`config.mk`:
```
export PLATFORM = sky130hd
export DESIGN_NAME = rvc_expander
export DESIGN_NICKNAME = d
export VERILOG_FILES = /design/src/verilog/rvc_isa_pkg.sv /design/src/verilog/rvc_kind_pkg.sv /design/src/verilog/rvc_classify.sv /design/src/verilog/rvc_operand_gen.sv /design/src/verilog/rvc_encode.sv /design/src/verilog/rvc_expander.sv
export VERILOG_INCLUDE_DIRS = /design/src /design/src/include
export SDC_FILE = /design/constraint.sdc
export NUM_CORES = 1
export LEC_CHECK = 0
export BUFFER_PORTS_ARGS = -buffer_cell sky130_fd_sc_hd__buf_2
export CAP_MARGIN = 10
export CORE_AREA = 2 2 188 116
export DETAILED_ROUTE_END_ITERATION = 10
export DIE_AREA = 0 0 190 118
export PLACE_DENSITY = 0.54
export RECOVER_POWER = 25
export SYNTH_ARGS = -nofsm -noshare
export SYNTH_HDL_FRONTEND = slang
export SYNTH_HIERARCHICAL = 1
export SYNTH_SLANG_ARGS = --single-unit
```
`constraint.sdc`:
```
create_clock -name clk_i -period 3.57 [get_ports clk_i]
set_input_delay 0.1785 -clock clk_i [delete_from_list [all_inputs] [get_ports clk_i]]
set_output_delay 0.1785 -clock clk_i [all_outputs]
set_load 0.02 [all_outputs]
```
`src/include/rvc_defs.svh`:
```
`ifndef RVC_DEFS_SVH
`define RVC_DEFS_SVH

// full base instruction and compressed parcel
`define RVC_ILEN 32
`define RVC_CLEN 16

// register numbers
`define RVC_REG_W 5
`define RVC_REG_SP 2
`define RVC_REG_RA 1

// 3-bit register fields reach x8..x15
`define RVC_CREG_BASE 8

`endif

```
`src/verilog/rvc_isa_pkg.sv`:
```
package rvc_isa_pkg;

	// major opcode, insn[6:2]
	typedef enum logic [4:0] {
		opc_load = 5'b00000,
		opc_op_imm = 5'b00100,
		opc_op_imm_32 = 5'b00110,
		opc_store = 5'b01000,
		opc_op = 5'b01100,
		opc_lui = 5'b01101,
		opc_op_32 = 5'b01110,
		opc_branch = 5'b11000,
		opc_jalr = 5'b11001,
		opc_jal = 5'b11011,
		opc_system = 5'b11100
	} opcode_e;

	// bit layouts of the base instruction
	typedef enum logic [2:0] {
		fmt_r,
		fmt_i,
		fmt_s,
		fmt_b,
		fmt_u,
		fmt_j,
		fmt_pass
	} format_e;

endpackage

```
`src/verilog/rvc_kind_pkg.sv`:
```
package rvc_kind_pkg;

	// one entry per compressed operation group
	typedef enum logic [4:0] {
		kind_uncompressed,
		kind_illegal,
		kind_addi4spn,
		kind_load,
		kind_store,
		kind_addi_li,
		kind_addiw_jal,
		kind_addi16sp,
		kind_lui,
		kind_shift_right,
		kind_andi,
		kind_arith,
		kind_arith_w,
		kind_j,
		kind_branch,
		kind_slli,
		kind_load_sp,
		kind_store_sp,
		kind_ebreak,
		kind_jr_jalr,
		kind_mv_add
	} kind_e;

endpackage

```
`src/verilog/rvc_classify.sv`:
```
`timescale 1ns/10ps
`include "rvc_defs.svh"

module rvc_classify #(
	parameter bit rv64 = 1'b1
) (
	input logic clk_i,
	input logic reset_i,
	input logic in_valid_i,
	output logic in_ready_o,
	input logic [`RVC_ILEN-1:0] insn_i,
	output logic out_valid_o,
	input logic out_ready_i,
	output rvc_kind_pkg::kind_e kind_o,
	output logic [`RVC_ILEN-1:0] word_o,
	output logic compressed_o
);
	logic [`RVC_CLEN-1:0] parcel;
	rvc_kind_pkg::kind_e kind_d;

	assign parcel = insn_i[`RVC_CLEN-1:0];
	assign in_ready_o = ~out_valid_o | out_ready_i;

	// first match wins
	always_comb begin
		priority casez (parcel)
			16'b0000_0000_0000_0000: kind_d = rvc_kind_pkg::kind_illegal;
			16'b000_???????????_00: kind_d = rvc_kind_pkg::kind_addi4spn;
			16'b010_???????????_00: kind_d = rvc_kind_pkg::kind_load;
			16'b011_???????????_00:
				kind_d = rv64 ? rvc_kind_pkg::kind_load : rvc_kind_pkg::kind_illegal;
			16'b110_???????????_00: kind_d = rvc_kind_pkg::kind_store;
			16'b111_???????????_00:
				kind_d = rv64 ? rvc_kind_pkg::kind_store : rvc_kind_pkg::kind_illegal;
			// fld, fsd and the Zcb group also land here
			16'b???_???????????_00: kind_d = rvc_kind_pkg::kind_illegal;

			16'b0?0_???????????_01: kind_d = rvc_kind_pkg::kind_addi_li;
			16'b001_???????????_01: kind_d = rvc_kind_pkg::kind_addiw_jal;
			16'b011_?_00010_?????_01: kind_d = rvc_kind_pkg::kind_addi16sp;
			16'b011_???????????_01: kind_d = rvc_kind_pkg::kind_lui;
			16'b100_?_0?_???_?????_01:
				kind_d = (!rv64 && parcel[12]) ? rvc_kind_pkg::kind_illegal
					: rvc_kind_pkg::kind_shift_right;
			16'b100_?_10_???_?????_01: kind_d = rvc_kind_pkg::kind_andi;
			16'b100_0_11_???_??_???_01: kind_d = rvc_kind_pkg::kind_arith;
			16'b100_1_11_???_0?_???_01:
				kind_d = rv64 ? rvc_kind_pkg::kind_arith_w : rvc_kind_pkg::kind_illegal;
			16'b100_1_11_???_1?_???_01: kind_d = rvc_kind_pkg::kind_illegal;
			16'b101_???????????_01: kind_d = rvc_kind_pkg::kind_j;
			16'b11?_???????????_01: kind_d = rvc_kind_pkg::kind_branch;

			16'b000_???????????_10:
				kind_d = (!rv64 && parcel[12]) ? rvc_kind_pkg::kind_illegal
					: rvc_kind_pkg::kind_slli;
			16'b010_???????????_10: kind_d = rvc_kind_pkg::kind_load_sp;
			16'b011_???????????_10:
				kind_d = rv64 ? rvc_kind_pkg::kind_load_sp : rvc_kind_pkg::kind_illegal;
			16'b100_1_00000_00000_10: kind_d = rvc_kind_pkg::kind_ebreak;
			16'b100_?_00000_?????_10: kind_d = rvc_kind_pkg::kind_illegal;
			16'b100_?_?????_00000_10: kind_d = rvc_kind_pkg::kind_jr_jalr;
			16'b100_?_?????_?????_10: kind_d = rvc_kind_pkg::kind_mv_add;
			16'b110_???????????_10: kind_d = rvc_kind_pkg::kind_store_sp;
			16'b111_???????????_10:
				kind_d = rv64 ? rvc_kind_pkg::kind_store_sp : rvc_kind_pkg::kind_illegal;
			// fldsp and fsdsp
			16'b???_???????????_10: kind_d = rvc_kind_pkg::kind_illegal;

			16'b??????????????_11: kind_d = rvc_kind_pkg::kind_uncompressed;
			default: kind_d = rvc_kind_pkg::kind_illegal;
		endcase
	end

	always_ff @(posedge clk_i) begin
		if (reset_i) begin
			out_valid_o <= 1'b0;
		end else if (in_ready_o) begin
			out_valid_o <= in_valid_i;
		end
	end

	always_ff @(posedge clk_i) begin
		if (in_valid_i && in_ready_o) begin
			kind_o <= kind_d;
			word_o <= insn_i;
			compressed_o <= ~&parcel[1:0];
		end
	end

endmodule

```
`src/verilog/rvc_operand_gen.sv`:
```
`timescale 1ns/10ps
`include "rvc_defs.svh"

module rvc_operand_gen #(
	parameter bit rv64 = 1'b1
) (
	input logic clk_i,
	input logic reset_i,
	input logic in_valid_i,
	output logic in_ready_o,
	input rvc_kind_pkg::kind_e kind_i,
	input logic [`RVC_ILEN-1:0] word_i,
	input logic compressed_i,
	output logic out_valid_o,
	input logic out_ready_i,
	output rvc_isa_pkg::opcode_e opcode_o,
	output rvc_isa_pkg::format_e format_o,
	output logic [`RVC_REG_W-1:0] rd_o,
	output logic [`RVC_REG_W-1:0] rs1_o,
	output logic [`RVC_REG_W-1:0] rs2_o,
	output logic [2:0] funct3_o,
	output logic [6:0] funct7_o,
	output logic [`RVC_ILEN-1:0] imm_o,
	output logic [`RVC_ILEN-1:0] word_o,
	output logic compressed_o,
	output logic illegal_o
);
	logic [`RVC_CLEN-1:0] c;
	logic [`RVC_REG_W-1:0] rdp;
	logic [`RVC_REG_W-1:0] rs1p;
	logic [`RVC_ILEN-1:0] imm6_s;
	logic [`RVC_ILEN-1:0] imm_cj;
	logic [`RVC_ILEN-1:0] imm_cl;
	logic [`RVC_ILEN-1:0] imm_lsp;
	logic [`RVC_ILEN-1:0] imm_ssp;
	rvc_isa_pkg::opcode_e opcode_d;
	rvc_isa_pkg::format_e format_d;
	logic [`RVC_REG_W-1:0] rd_d;
	logic [`RVC_REG_W-1:0] rs1_d;
	logic [`RVC_REG_W-1:0] rs2_d;
	logic [2:0] funct3_d;
	logic [6:0] funct7_d;
	logic [`RVC_ILEN-1:0] imm_d;
	logic illegal_d;

	assign c = word_i[`RVC_CLEN-1:0];
	assign in_ready_o = ~out_valid_o | out_ready_i;

	// compact register fields
	assign rdp = `RVC_REG_W'(`RVC_CREG_BASE + c[4:2]);
	assign rs1p = `RVC_REG_W'(`RVC_CREG_BASE + c[9:7]);

	assign imm6_s = unsigned'(`RVC_ILEN'(signed'({c[12], c[6:2]})));
	assign imm_cj = unsigned'(`RVC_ILEN'(signed'({c[12], c[8], c[10:9], c[6], c[7],
		c[2], c[11], c[5:3], 1'b0})));
	// bit 13 selects the double-word scaling
	assign imm_cl = `RVC_ILEN'({c[13] & c[6], c[5], c[12:10], ~c[13] & c[6], 2'b00});
	assign imm_lsp = `RVC_ILEN'({c[13] & c[4], c[3:2], c[12], c[6:5], ~c[13] & c[4], 2'b00});
	assign imm_ssp = `RVC_ILEN'({c[13] & c[9], c[8:7], c[12:10], ~c[13] & c[9], 2'b00});

	always_comb begin
		// most kinds are I-type on the full rd field
		opcode_d = rvc_isa_pkg::opc_op_imm;
		format_d = rvc_isa_pkg::fmt_i;
		rd_d = c[11:7];
		rs1_d = c[11:7];
		rs2_d = c[6:2];
		funct3_d = 3'b000;
		funct7_d = 7'b0000000;
		imm_d = imm6_s;
		illegal_d = 1'b0;
		case (kind_i)
			rvc_kind_pkg::kind_uncompressed: format_d = rvc_isa_pkg::fmt_pass;
			rvc_kind_pkg::kind_addi4spn: begin
				rd_d = rdp;
				rs1_d = `RVC_REG_SP;
				imm_d = `RVC_ILEN'({c[10:7], c[12:11], c[5], c[6], 2'b00});
			end
			rvc_kind_pkg::kind_load: begin
				opcode_d = rvc_isa_pkg::opc_load;
				rd_d = rdp;
				rs1_d = rs1p;
				funct3_d = {2'b01, c[13]};
				imm_d = imm_cl;
			end
			rvc_kind_pkg::kind_store: begin
				opcode_d = rvc_isa_pkg::opc_store;
				format_d = rvc_isa_pkg::fmt_s;
				rs1_d = rs1p;
				rs2_d = rdp;
				funct3_d = {2'b01, c[13]};
				imm_d = imm_cl;
			end
			rvc_kind_pkg::kind_addi_li: begin
				if (c[14]) begin
					rs1_d = '0;
				end
			end
			rvc_kind_pkg::kind_addiw_jal: begin
				if (rv64) begin
					opcode_d = rvc_isa_pkg::opc_op_imm_32;
				end else begin
					opcode_d = rvc_isa_pkg::opc_jal;
					format_d = rvc_isa_pkg::fmt_j;
					rd_d = `RVC_REG_RA;
					imm_d = imm_cj;
				end
			end
			rvc_kind_pkg::kind_addi16sp: begin
				rd_d = `RVC_REG_SP;
				rs1_d = `RVC_REG_SP;
				imm_d = unsigned'(`RVC_ILEN'(signed'({c[12], c[4:3], c[5], c[2], c[6], 4'b0000})));
			end
			rvc_kind_pkg::kind_lui: begin
				opcode_d = rvc_isa_pkg::opc_lui;
				format_d = rvc_isa_pkg::fmt_u;
				imm_d = unsigned'(`RVC_ILEN'(signed'({c[12], c[6:2], 12'h000})));
			end
			rvc_kind_pkg::kind_shift_right: begin
				rd_d = rs1p;
				rs1_d = rs1p;
				funct3_d = 3'b101;
				// c[10] becomes the srai bit
				imm_d = `RVC_ILEN'({c[10], 4'b0000, c[12], c[6:2]});
			end
			rvc_kind_pkg::kind_andi: begin
				rd_d = rs1p;
				rs1_d = rs1p;
				funct3_d = 3'b111;
			end
			rvc_kind_pkg::kind_arith: begin
				opcode_d = rvc_isa_pkg::opc_op;
				format_d = rvc_isa_pkg::fmt_r;
				rd_d = rs1p;
				rs1_d = rs1p;
				rs2_d = rdp;
				funct3_d = {|c[6:5], c[6], &c[6:5]};
				funct7_d = {1'b0, ~|c[6:5], 5'b00000};
			end
			rvc_kind_pkg::kind_arith_w: begin
				opcode_d = rvc_isa_pkg::opc_op_32;
				format_d = rvc_isa_pkg::fmt_r;
				rd_d = rs1p;
				rs1_d = rs1p;
				rs2_d = rdp;
				funct7_d = {1'b0, ~c[5], 5'b00000};
			end
			rvc_kind_pkg::kind_j: begin
				opcode_d = rvc_isa_pkg::opc_jal;
				format_d = rvc_isa_pkg::fmt_j;
				rd_d = '0;
				imm_d = imm_cj;
			end
			rvc_kind_pkg::kind_branch: begin
				opcode_d = rvc_isa_pkg::opc_branch;
				format_d = rvc_isa_pkg::fmt_b;
				rs1_d = rs1p;
				rs2_d = '0;
				funct3_d = {2'b00, c[13]};
				imm_d = unsigned'(`RVC_ILEN'(signed'({c[12], c[6:5], c[2], c[11:10], c[4:3],
					1'b0})));
			end
			rvc_kind_pkg::kind_slli: begin
				funct3_d = 3'b001;
				imm_d = `RVC_ILEN'({c[12], c[6:2]});
			end
			rvc_kind_pkg::kind_load_sp: begin
				opcode_d = rvc_isa_pkg::opc_load;
				rs1_d = `RVC_REG_SP;
				funct3_d = {2'b01, c[13]};
				imm_d = imm_lsp;
			end
			rvc_kind_pkg::kind_store_sp: begin
				opcode_d = rvc_isa_pkg::opc_store;
				format_d = rvc_isa_pkg::fmt_s;
				rs1_d = `RVC_REG_SP;
				funct3_d = {2'b01, c[13]};
				imm_d = imm_ssp;
			end
			rvc_kind_pkg::kind_ebreak: begin
				opcode_d = rvc_isa_pkg::opc_system;
				rd_d = '0;
				rs1_d = '0;
				imm_d = `RVC_ILEN'(1);
			end
			rvc_kind_pkg::kind_jr_jalr: begin
				opcode_d = rvc_isa_pkg::opc_jalr;
				rd_d = c[12] ? `RVC_REG_W'(`RVC_REG_RA) : '0;
				imm_d = '0;
			end
			rvc_kind_pkg::kind_mv_add: begin
				opcode_d = rvc_isa_pkg::opc_op;
				format_d = rvc_isa_pkg::fmt_r;
				// mv reads x0 as rs1
				if (!c[12]) begin
					rs1_d = '0;
				end
			end
			default: begin
				format_d = rvc_isa_pkg::fmt_pass;
				illegal_d = 1'b1;
			end
		endcase
	end

	always_ff @(posedge clk_i) begin
		if (reset_i) begin
			out_valid_o <= 1'b0;
		end else if (in_ready_o) begin
			out_valid_o <= in_valid_i;
		end
	end

	always_ff @(posedge clk_i) begin
		if (in_valid_i && in_ready_o) begin
			opcode_o <= opcode_d;
			format_o <= format_d;
			rd_o <= rd_d;
			rs1_o <= rs1_d;
			rs2_o <= rs2_d;
			funct3_o <= funct3_d;
			funct7_o <= funct7_d;
			imm_o <= imm_d;
			word_o <= word_i;
			compressed_o <= compressed_i;
			illegal_o <= illegal_d;
		end
	end

endmodule

```
`src/verilog/rvc_encode.sv`:
```
`timescale 1ns/10ps
`include "rvc_defs.svh"

module rvc_encode (
	input logic clk_i,
	input logic reset_i,
	input logic in_valid_i,
	output logic in_ready_o,
	input rvc_isa_pkg::opcode_e opcode_i,
	input rvc_isa_pkg::format_e format_i,
	input logic [`RVC_REG_W-1:0] rd_i,
	input logic [`RVC_REG_W-1:0] rs1_i,
	input logic [`RVC_REG_W-1:0] rs2_i,
	input logic [2:0] funct3_i,
	input logic [6:0] funct7_i,
	input logic [`RVC_ILEN-1:0] imm_i,
	input logic [`RVC_ILEN-1:0] word_i,
	input logic compressed_i,
	input logic illegal_i,
	output logic out_valid_o,
	input logic out_ready_i,
	output logic [`RVC_ILEN-1:0] insn_o,
	output logic compressed_o,
	output logic illegal_o
);
	logic [`RVC_ILEN-1:0] insn_d;

	assign in_ready_o = ~out_valid_o | out_ready_i;

	always_comb begin
		case (format_i)
			rvc_isa_pkg::fmt_r:
				insn_d = {funct7_i, rs2_i, rs1_i, funct3_i, rd_i, opcode_i, 2'b11};
			rvc_isa_pkg::fmt_i:
				insn_d = {imm_i[11:0], rs1_i, funct3_i, rd_i, opcode_i, 2'b11};
			rvc_isa_pkg::fmt_s:
				insn_d = {imm_i[11:5], rs2_i, rs1_i, funct3_i, imm_i[4:0], opcode_i, 2'b11};
			// branch and jump offsets are scrambled, bit 0 implied
			rvc_isa_pkg::fmt_b:
				insn_d = {imm_i[12], imm_i[10:5], rs2_i, rs1_i, funct3_i, imm_i[4:1], imm_i[11],
					opcode_i, 2'b11};
			rvc_isa_pkg::fmt_u:
				insn_d = {imm_i[31:12], rd_i, opcode_i, 2'b11};
			rvc_isa_pkg::fmt_j:
				insn_d = {imm_i[20], imm_i[10:1], imm_i[11], imm_i[19:12], rd_i, opcode_i, 2'b11};
			default:
				insn_d = word_i;
		endcase
	end

	always_ff @(posedge clk_i) begin
		if (reset_i) begin
			out_valid_o <= 1'b0;
		end else if (in_ready_o) begin
			out_valid_o <= in_valid_i;
		end
	end

	always_ff @(posedge clk_i) begin
		if (in_valid_i && in_ready_o) begin
			insn_o <= insn_d;
			compressed_o <= compressed_i;
			illegal_o <= illegal_i;
		end
	end

endmodule

```
`src/verilog/rvc_expander.sv`:
```
`timescale 1ns/10ps
`include "rvc_defs.svh"

module rvc_expander #(
	parameter bit rv64 = 1'b1
) (
	input logic clk_i,
	input logic reset_i,
	input logic in_valid_i,
	output logic in_ready_o,
	input logic [`RVC_ILEN-1:0] insn_i,
	output logic out_valid_o,
	input logic out_ready_i,
	output logic [`RVC_ILEN-1:0] insn_o,
	output logic compressed_o,
	output logic illegal_o
);
	// classify to operand stage
	logic cls_valid;
	logic cls_ready;
	rvc_kind_pkg::kind_e cls_kind;
	logic [`RVC_ILEN-1:0] cls_word;
	logic cls_compressed;

	// operand stage to encoder
	logic opg_valid;
	logic opg_ready;
	rvc_isa_pkg::opcode_e opg_opcode;
	rvc_isa_pkg::format_e opg_format;
	logic [`RVC_REG_W-1:0] opg_rd;
	logic [`RVC_REG_W-1:0] opg_rs1;
	logic [`RVC_REG_W-1:0] opg_rs2;
	logic [2:0] opg_funct3;
	logic [6:0] opg_funct7;
	logic [`RVC_ILEN-1:0] opg_imm;
	logic [`RVC_ILEN-1:0] opg_word;
	logic opg_compressed;
	logic opg_illegal;

	rvc_classify #(
		.rv64(rv64)
	) u_classify (
		.clk_i(clk_i),
		.reset_i(reset_i),
		.in_valid_i(in_valid_i),
		.in_ready_o(in_ready_o),
		.insn_i(insn_i),
		.out_valid_o(cls_valid),
		.out_ready_i(cls_ready),
		.kind_o(cls_kind),
		.word_o(cls_word),
		.compressed_o(cls_compressed)
	);

	rvc_operand_gen #(
		.rv64(rv64)
	) u_operand_gen (
		.clk_i(clk_i),
		.reset_i(reset_i),
		.in_valid_i(cls_valid),
		.in_ready_o(cls_ready),
		.kind_i(cls_kind),
		.word_i(cls_word),
		.compressed_i(cls_compressed),
		.out_valid_o(opg_valid),
		.out_ready_i(opg_ready),
		.opcode_o(opg_opcode),
		.format_o(opg_format),
		.rd_o(opg_rd),
		.rs1_o(opg_rs1),
		.rs2_o(opg_rs2),
		.funct3_o(opg_funct3),
		.funct7_o(opg_funct7),
		.imm_o(opg_imm),
		.word_o(opg_word),
		.compressed_o(opg_compressed),
		.illegal_o(opg_illegal)
	);

	rvc_encode u_encode (
		.clk_i(clk_i),
		.reset_i(reset_i),
		.in_valid_i(opg_valid),
		.in_ready_o(opg_ready),
		.opcode_i(opg_opcode),
		.format_i(opg_format),
		.rd_i(opg_rd),
		.rs1_i(opg_rs1),
		.rs2_i(opg_rs2),
		.funct3_i(opg_funct3),
		.funct7_i(opg_funct7),
		.imm_i(opg_imm),
		.word_i(opg_word),
		.compressed_i(opg_compressed),
		.illegal_i(opg_illegal),
		.out_valid_o(out_valid_o),
		.out_ready_i(out_ready_i),
		.insn_o(insn_o),
		.compressed_o(compressed_o),
		.illegal_o(illegal_o)
	);

endmodule

```
# After elaboration in Yosys (flattened, before gate mapping)
# Cells that the tools add are included.
totals:
  out_inout_bits: 36
  word_cells: 137
  register_bits: 174
  input_bits: 36
classes:
  n_eq_ne: 50
  n_reduce_logical: 31
  add_sub_neg: 2
  n_mux: 20
  bitwise: 14
ops:
  columns: ["cell", "count"]
  rows:
  - ["$pmux 32 s12", 1]
  - ["$pmux 32 s6", 1]
  - ["$eq 5x4->1 const B", 13]
  - ["$eq 5x5->1 const B", 11]
  - ["$pmux 5 s11", 1]
  - ["$pmux 5 s10", 1]
  - ["$pmux 5 s5", 2]
  - ["$pmux 3 s6", 2]
  - ["$pmux 5 s2", 3]
  - ["$eq 5x3->1 const B", 5]
  - ["$reduce_or 2->1", 11]
  - ["$eq 10x10->1 const B", 2]
  - ["$mux 5", 4]
  - ["$pmux 5 s4", 1]
  - ["$reduce_or 20->1", 1]
  - ["$eq 9x9->1 const B", 2]
  - ["$eq 16x16->1 const B", 1]
  - ["$logic_not 16->1", 1]
  - ["$eq 5x2->1 const B", 3]
  - ["$pmux 5 s3", 1]
  - ["$pmux 6 s2", 1]
  - ["$reduce_or 4->1", 3]
  - ["$reduce_or 11->1", 1]
  - ["$add 4x3->5 const A", 2]
  - ["22 further kinds", 43]

# Longest topological paths before layout
# Gate-level depths: netlist of the first run.
depth:
  depth_word: 8
  mapped_depth: 8
  mapped_depth_nobuf: 5

# Modules after synthesis
# Netlist of the first run, hierarchy kept.
by_module_without_submodules:
  columns: ["module", "instances", "cells_each", "area_each_um2", "seq_area_each_um2"]
  rows:
  - ["rvc_operand_gen", 1, 375, 4315.4, 2392.3]
  - ["rvc_encode", 1, 165, 1988.2, 1041.0]
  - ["rvc_classify", 1, 115, 1651.6, 1161.1]

# Worst setup path after synthesis of the first run
# OpenSTA, ideal clock, no wires.
synth_timing:
  path_kind: "reg-to-reg"
  from: "reg u_encode.out_valid_o"
  to: "reg u_operand_gen.compressed_o (enable)"
  path_buffers: 0
  setup_slack_ns: 0.671
  required_ns: 3.124
  t_arrival_ns: 2.453
  path_stages_with_launch: 4
  cell_sequence: "dfxtp_1 nand2b_1 nand2b_1 and2_1"
synth_between:
  elab_chain_len: 4
synth_rtl:
  columns: ["element", "line", "text"]
  rows:
  - ["start, declared", "rvc_encode.sv:20", "output logic out_valid_o,"]
  - ["start signal, assigned", "rvc_encode.sv:55", "out_valid_o <= in_valid_i;"]
  - ["$not 1->1", "rvc_encode.sv:28", "assign in_ready_o = ~out_valid_o | out_ready_i;"]
  - ["$or 1x1->1", "rvc_encode.sv:28", null]
  - ["via opg_ready", "rvc_expander.sv:27", "logic opg_ready;"]
  - ["$or 1x1->1", "rvc_operand_gen.sv:47", "assign in_ready_o = ~out_valid_o | out_ready_i;"]
  - ["via cls_ready", "rvc_expander.sv:20", "logic cls_ready;"]
  - ["$logic_and 1x1->1", "rvc_operand_gen.sv:215", "if (in_valid_i && in_ready_o) begin"]
  - ["end signal, assigned", "rvc_operand_gen.sv:225", "compressed_o <= compressed_i;"]
  - ["end, declared", "rvc_operand_gen.sv:25", "output logic compressed_o,"]
# The timed path passes the listed nets, and every way through them passes these cells.
# A chain may end at the register's enable or synchronous reset.

# Worst setup path after layout of the first run
layout_timing:
  from: "reg u_classify.kind_o[0]"
  to: "reg u_operand_gen.imm_o[2], data pin"
layout_between:
  elab_chain_len: 3
layout_rtl:
  columns: ["element", "line", "text"]
  rows:
  - ["start, declared", "rvc_classify.sv:14", "output rvc_kind_pkg::kind_e kind_o,"]
  - ["start signal, assigned", "rvc_classify.sv:84", "kind_o <= kind_d;"]
  - ["$eq 5x2->1 / $eq 5x3->1 (equally long branches)", "rvc_operand_gen.sv:72", "case (kind_i)"]
  - ["$reduce_or 2->1 (no line)", null, null]
  - ["$pmux 32 s12 *", "rvc_operand_gen.sv:72", null]
  - ["via u_operand_gen.imm_d[2]", "rvc_operand_gen.sv:43", "logic [`RVC_ILEN-1:0] imm_d;"]
  - ["end signal, assigned", "rvc_operand_gen.sv:223", "imm_o <= imm_d;"]
  - ["end, declared", "rvc_operand_gen.sv:23", "output logic [`RVC_ILEN-1:0] imm_o,"]
# Mark *: on every way through the listed nets, which the timed path passes. The rest lies on a longest branch.

==> results of run 1 <==
## power groups by stage
| stage | Combinational (mW) | Clock [mW] | Sequential (mW) |
|---|---|---|---|
| floorplan | 0.421 | 0 | 2.19 |
| global placement | 0.573 | 0 | 2.23 |
| detailed placement | 0.569 | 0 | 2.23 |
| CTS | 0.593 | 1.84 | 2.19 |
| global route | 0.645 | 1.92 | 2.20 |
| finish | 0.596 | 1.79 | 2.19 |
## critical path, delay by kind of cell, from the launching register on
family / cells / cell delay (ps)
compound gates: 1 / 70
simple gates: 3 / 1000
flops: 1 / 580
buf+inv: 1 / 340
## state kept, by name, summed over array words and instances, names as in the netlist
register	flops
u_encode/insn_o	32
u_encode/out_valid_o	1
u_operand_gen/compressed_o	1
u_operand_gen/opcode_o	5
u_classify/word_o	32
u_operand_gen/format_o	3
u_classify/out_valid_o	1
u_encode/illegal_o	1
u_operand_gen/funct7_o	1
u_operand_gen/word_o	32
u_operand_gen/imm_o	18
u_operand_gen/out_valid_o	1
u_classify/compressed_o	1
u_operand_gen/rd_o	5
u_operand_gen/illegal_o	1
u_encode/compressed_o	1
u_classify/kind_o	5
u_operand_gen/rs1_o	5
u_operand_gen/funct3_o	3
u_operand_gen/rs2_o	5
## timing repair
action / CTS / global route
endpoints found under the hold margin: 27 / 0
hold buffers: 26 / 0
setup endpoints to repair: 0 / 0
gates resized for setup: 0 / 0
## path summary, 6_finish.rpt
path | from | end | cells after the start
setup / recovery | u_classify/kind_o[0] | u_operand_gen/imm_o[2] | 5
hold / removal | out_ready_i | u_encode/out_valid_o | 3
setup reg to reg | u_classify/kind_o[0] | u_operand_gen/imm_o[2] | 5
hold reg to reg | u_classify/word_o[26] | u_operand_gen/word_o[26] | 0
## cell type report
class,instances,area (um^2),share of cell area
Clock buffer,22,464.2,0.05063
Tap cell,279,349.1,0.03808
Timing Repair Buffer,114,730.7,0.07971
Inverter,13,48.80,0.005323
Clock inverter,10,117.6,0.01283
Sequential cell,154,4594,0.5012
Multi-Input combinational cell,425,2863,0.3123
## stage by stage
stage	worst slack (ps)	power, mW	instance area, um^2	cells
6_report	1309	4.581	9168	1017
3_3_place_gp	1299	2.800	8363	959
3_5_place_dp	1322	2.798	8363	959
4_1_cts	1340	4.624	9205	1017
5_1_grt	1190	4.772	9168	1017
2_1_floorplan	671.3	2.614	7974	660
## kinds of logic after synthesis
kind of cell,count (synthesis)
AND/OR/NAND/NOR,184
XOR/XNOR,3
other,1
AO/OA/AOI/OAI,180
flip-flops,154
buffers and inverters,81
multiplexers,52
## metal layers
layer | vias up | routed length, um | global-route usage | share of wire
met5 | - | 0 | 0 | 0
met4 | 0 | 351 | 0.06202 | 0.015
met3 | 30 | 1666 | 0.05546 | 0.072
met2 | 203 | 8899 | 0.2726 | 0.39
met1 | 2804 | 12100 | 0.3403 | 0.53
li1 | 2615 | - | - | -
## cell usage after synthesis (all sizes together) (4+ instances only)
| cell | number | area share |
|---|---|---|
| edfxtp | 151 | 0.57 |
| buf | 57 | 0.054 |
| a21oi | 45 | 0.028 |
| nand2 | 44 | 0.021 |
| o21ai | 41 | 0.026 |
| nor2 | 36 | 0.018 |
| mux2i | 32 | 0.040 |
| mux2 | 19 | 0.027 |
| nor2b | 19 | 0.015 |
| nand2b | 16 | 0.013 |
| inv | 12 | 0.0057 |
| a31oi | 11 | 0.0087 |
| clkbuf | 11 | 0.0053 |
| nor3 | 11 | 0.0075 |
| o21a | 10 | 0.0094 |
| a22oi | 8 | 0.0082 |
| nand3b | 8 | 0.0075 |
| a211oi | 7 | 0.0079 |
| a21o | 7 | 0.0066 |
| nand3 | 6 | 0.0038 |
| or2 | 6 | 0.0047 |
| nor3b | 5 | 0.0053 |
| o32ai | 5 | 0.0055 |
| a32o | 4 | 0.0050 |
| a32oi | 4 | 0.0044 |
| o22ai | 4 | 0.0031 |
| or3b | 4 | 0.0047 |
==> impl_metrics.json, run 1 <==
{
  "status": "completed",
  "routedWlPerCell_um": 22.63,
  "portBuffers": 71,
  "ys_warn_count": 6,
  "synthAdderAreaFrac": 0,
  "required_ps": 3740,
  "vias": 5652,
  "core_area_um2": 20670,
  "p_leak_nw": 3.242,
  "grt_max_degree": 49,
  "cp_cell_sequence": "buf_4 -> or2_2 -> nor3_2 -> nand3b_1 -> o21ai_1",
  "seq_area_frac_synth": 0.5775,
  "cts_tree": "yes",
  "crit_slowest_cell": "edfxtp_1",
  "ir_drop_uv": 311.6,
  "globalplace.congestion": 0.9192,
  "ys_types": 84,
  "ys_seq_elements": 154,
  "p_sw_frac": 0.2558,
  "overflow": 0,
  "htree_levels": 4,
  "clkPwrFrac": 0.391,
  "fin_tns_setup_ps": 0,
  "ys.flop_type": "edfxtp_1",
  "critPathMaxStageDelay_ps": 580,
  "yosys.area_share.xor_xnor": 0.004247,
  "die_w_um": 190,
  "grt_pass1_wl_mm": 34.81,
  "first_global_vias": 5444,
  "cp.arrival_ps": 2430,
  "grt_usage": 0.2124,
  "finalCriticalPeriod_ps": 2261,
  "p_comb_frac": 0.130,
  "diodes": 0,
  "yosys.area_share.simple": 0.1287,
  "synth.avg_cell_area_um2": 12.15,
  "path_class": "reg2reg",
  "num-fill-cells": 1948,
  "slew_headroom": 0.2756,
  "drc": 0,
  "syn2layout_area_growth_pct": 15.24,
  "fin_hold_ws_ps": 94.26,
  "drv_slew": 0,
  "hold_violations": 0,
  "finClkSkew_ps": 9.479,
  "synthCells": 655,
  "final_util": 0.4434,
  "antenna_found_initial": 0,
  "die_h_um": 118,
  "die_area_um2": 22420,
  "hold_path.class": "in2reg",
  "worstPathMaxFanout": 34,
  "seqPwrFrac": 0.478,
  "num_rows": 41,
  "clockBufferDepth": 2,
  "clock-sinks": 154,
  "max_cap_viol_count": 0,
  "fmax_ghz": 0.4423,
  "ant_nets": 0,
  "async_reset_ff_frac": 0,
  "clk_pin_slew_ps": 60,
  "cp-end-kind": "register",
  "powerDensity_nw_per_um2": 499.6,
  "drt_iter0_drc": 528,
  "wirelength_mm": 23.02,
  "clockRootBuffer": "clkbuf_16",
  "drt_first_pass_iters": 6,
  "min_period_over_period": 0.6333,
  "power_switching_mw": 1.172,
  "finalNetCount": 761,
  "synth_compound_area_frac": 0.1535,
  "p_int_mw": 3.409,
  "layout_common_cells": "edfxtp_1 (151), a21oi_1 (45), nand2_1 (43)",
  "place_hpwl_mm": 15.66,
  "setup_viol": 0,
  "crit_path_start_kind": "register",
  "numCtsBuffers": 17,
  "syn-cell-area_um2": 7955,
  "r2r_setup_slack_ps": 1310,
  "layout_commonest_cell": "edfxtp_1",
  "muxShareOfSynthArea": 0.06999,
  "io_pins": 72,
  "viasPerCell": 5.558,
  "post_cts.repair.setup_buffers": 0,
  "synth_top_family_by_area": "compound AO/OA/AOI/OAI gates",
  "synth-edff-count": 151,
  "initial_core_util": 0.3848,
  "clock_latency_ps": 430,
  "drive_above_1_share": 0.1856,
  "worst_pin_slew_ps": 1087,
  "rsz0062_at_grt": "false"
}
No activity file was read; power rests on OpenSTA's default activity.
==> run 2, diff against run 1 <==
Settings changed: ABC_AREA set to 1, CORE_AREA 2 2 188 116 to 2 2 183 113, DIE_AREA 0 0 190 118 to 0 0 185 115, PLACE_DENSITY 0.54 to 0.56.
Clock period 3.57 ns to 1.9 ns, I/O delays scaled along.
==> impl_metrics.json, run 2 <==
{
  "status": "completed",
  "syn2layout_area_growth_pct": 25.16,
  "ir_drop_uv": 628.5,
  "cp.arrival_ps": 2020,
  "powerDensity_nw_per_um2": 927.2,
  "die_w_um": 185,
  "layout_commonest_cell": "nand2_1",
  "num_rows": 40,
  "drive_above_1_share": 0.2272,
  "r2r_setup_slack_ps": 70,
  "clk_pin_slew_ps": 60,
  "hold-path-cell-count": 6,
  "synth_common_cells": "nand2_1 (220), edfxtp_1 (151), nor2_1 (72), inv_1 (58), nand3_1 (45)",
  "fmax_ghz": 0.5455,
  "drv_slew": 0,
  "routedWlPerCell_um": 17.48,
  "setup_viol": 0,
  "critPathMaxStageDelay_ps": 500,
  "hold_violations": 0,
  "crit_buf_inv": 2,
  "die_h_um": 115,
  "min_from": "out_ready_i",
  "r2r-end": "u_operand_gen/imm_o[0]",
  "largestRegisters": "u_classify/word_o: 32 flops, u_encode/insn_o: 32 flops, u_operand_gen/word_o: 32 flops",
  "crit_path_start_kind": "register",
  "grt_usage": 0.2022,
  "ys.flop_type": "edfxtp_1",
  "hold_path.class": "in2reg",
  "antenna_found_initial": 0,
  "grt_pass1_wl_mm": 31.29,
  "finClkSkew_ps": 4.859,
  "rr_worst_depth": 10,
  "power_switching_mw": 2.168,
  "r2r_start": "u_classify/kind_o[1]",
  "drc": 0,
  "path_class": "reg2reg",
  "ys_warn_count": 6,
  "place_hpwl_mm": 14.89,
  "synthTopCellsByArea": "edfxtp_1 (60%), nand2_1 (11%), nor2_1 (3.6%)",
  "cp-end-kind": "register",
  "fin_tns_setup_ps": 0,
  "p_int_mw": 6.580,
  "portBuffers": 71,
  "ant_nets": 0,
  "synth_most_common_cell": "nand2_1",
  "htree_levels": 4,
  "die_area_um2": 21280,
  "first_global_vias": 5292,
  "cp_cell_sequence": "buf_6 -> nor2_4 -> buf_12 -> nand3_2 -> nand2_4 -> nor2_4 -> nand2_2 -> nand3_1 -> nand2_1 -> nand2_1",
  "diodes": 0,
  "synth_top_cell_area_share": 0.6015,
  "totalPowerFinal_mw": 8.748,
  "grt_max_degree": 80,
  "ys_types": 39,
  "core_area_um2": 19620,
  "drt_iter0_drc": 531,
  "clockBufferDepth": 2,
  "clkPwrFrac": 0.403,
  "globalplace.congestion": 1.008,
  "syn-cell-area_um2": 7538,
  "synth-edff-count": 151,
  "clockRootBuffer": "clkbuf_16",
  "cts_tree": "yes",
  "ys_seq_elements": 154,
  "clock_latency_ps": 430,
  "hold_end": "u_operand_gen/out_valid_o",
  "rsz0062_at_grt": "true",
  "p_comb_frac": 0.127,
  "overflow": 0,
  "synth.avg_cell_area_um2": 10.16,
  "vias": 5671,
  "critPathTopFamily": "simple AND/OR/NAND/NOR gates",
  "viasPerCell": 4.843,
  "async_reset_ff_frac": 0,
  "critPathLaunch": "u_classify/kind_o[1]",
  "worstPathMaxFanout": 6,
  "post-place-ws_ps": -94.00,
  "fin_ws_ps": 66.85,
  "fin_hold_ws_ps": 143.9,
  "wirelength_mm": 20.47,
  "max_cap_viol_count": 0,
  "crit_slowest_cell": "edfxtp_1",
  "initial_core_util": 0.3842,
  "drt_first_pass_iters": 6,
  "synth_top_area_cell": "edfxtp_1",
  "p_sw_frac": 0.2478,
  "final_util": 0.4809,
  "clock-sinks": 154,
  "synthCells": 742,
  "layout_common_cells": "nand2_1 (214), edfxtp_1 (151), nor2_1 (64)",
  "finalCriticalPeriod_ps": 1833,
  "place_area_um2": 8283,
  "slew_headroom": 0.5520,
  "numCtsBuffers": 17,
  "p_leak_nw": 3.896,
  "final_cell_area_um2": 9435,
  "worst_pin_slew_ps": 672.0,
  "seq_area_frac_synth": 0.6095,
  "finalNetCount": 921,
  "seqPwrFrac": 0.470,
  "final_cell_count_no_fill": 1171,
  "min_period_over_period": 0.9648,
  "required_ps": 2080,
  "io_pins": 72,
  "placed_cells": 1088
}
-- run 2: layout make-up --
| class | count | area (um^2) |
|---|---|---|
| fill | 1880 | 10180 |
| sequential | 154 | 4594 |
| multi-input combinational | 486 | 2535 |
| timing repair buffer | 152 | 1060 |
| clock buffer | 21 | 440.4 |
| tap | 273 | 341.6 |
| inverter | 74 | 294.0 |
| clock inverter | 11 | 170.2 |
-- run 2: tightest hold or removal path: cells and delay by family --
kind                   cells  cell delay [ps]
buffers and inverters      3              210
AND/OR/NAND/NOR            2              160
AO/OA/AOI/OAI              1               60
-- run 2: logic make-up (layout without fill, tap and decap cells) --
group | Yosys count | after routing | synth area share
flops | 154 | 154 | 0.6095
simple gates | 426 | 426 | 0.2679
other cells | 1 | 6 | 0.0004974
compound gates | 54 | 54 | 0.04730
buf+inv | 107 | 258 | 0.07485
-- run 2: what timing repair did --
action / in CTS / in global routing
endpoints found under the hold margin: 34 / 0
setup endpoints to repair: 9 / 31
setup buffers: 3 / 15
pin swaps: 1 / 8
hold buffers: 33 / 0
resized for setup: 2 / 29
-- run 2: worst max path at each step --
| stage | to | slack (ps) | cells after the start |
|---|---|---|---|
| 2_1_floorplan | u_operand_gen/compressed_o | -320 | 3 |
| 5_1_grt | u_operand_gen/imm_o[4] | -9 | 11 |
| 4_1_cts | u_operand_gen/rd_o[0] | 30 | 9 |
| 6_report | u_operand_gen/imm_o[0] | 70 | 10 |
| 3_5_place_dp | u_operand_gen/rd_o[2] | -90 | 10 |
| 3_3_place_gp | u_operand_gen/funct3_o[2] | -30 | 7 |
-- run 2: power groups by stage --
stage	Sequential, mW	Clock, mW	Combinational, mW
after global placement	4.18	0	0.977
after CTS	4.11	3.62	1.03
final	4.11	3.53	1.11
after global routing	4.13	3.74	1.23
after floorplan	4.16	0	0.674
after detailed placement	4.19	0	0.966
-- run 2: routing by layer --
metal	vias to the layer above	GRT usage	part of all wire
met5	-	0	0
met4	0	0.05291	0.0081
met3	14	0.06335	0.079
met2	202	0.2584	0.38
met1	2656	0.3216	0.53
li1	2799	-	-
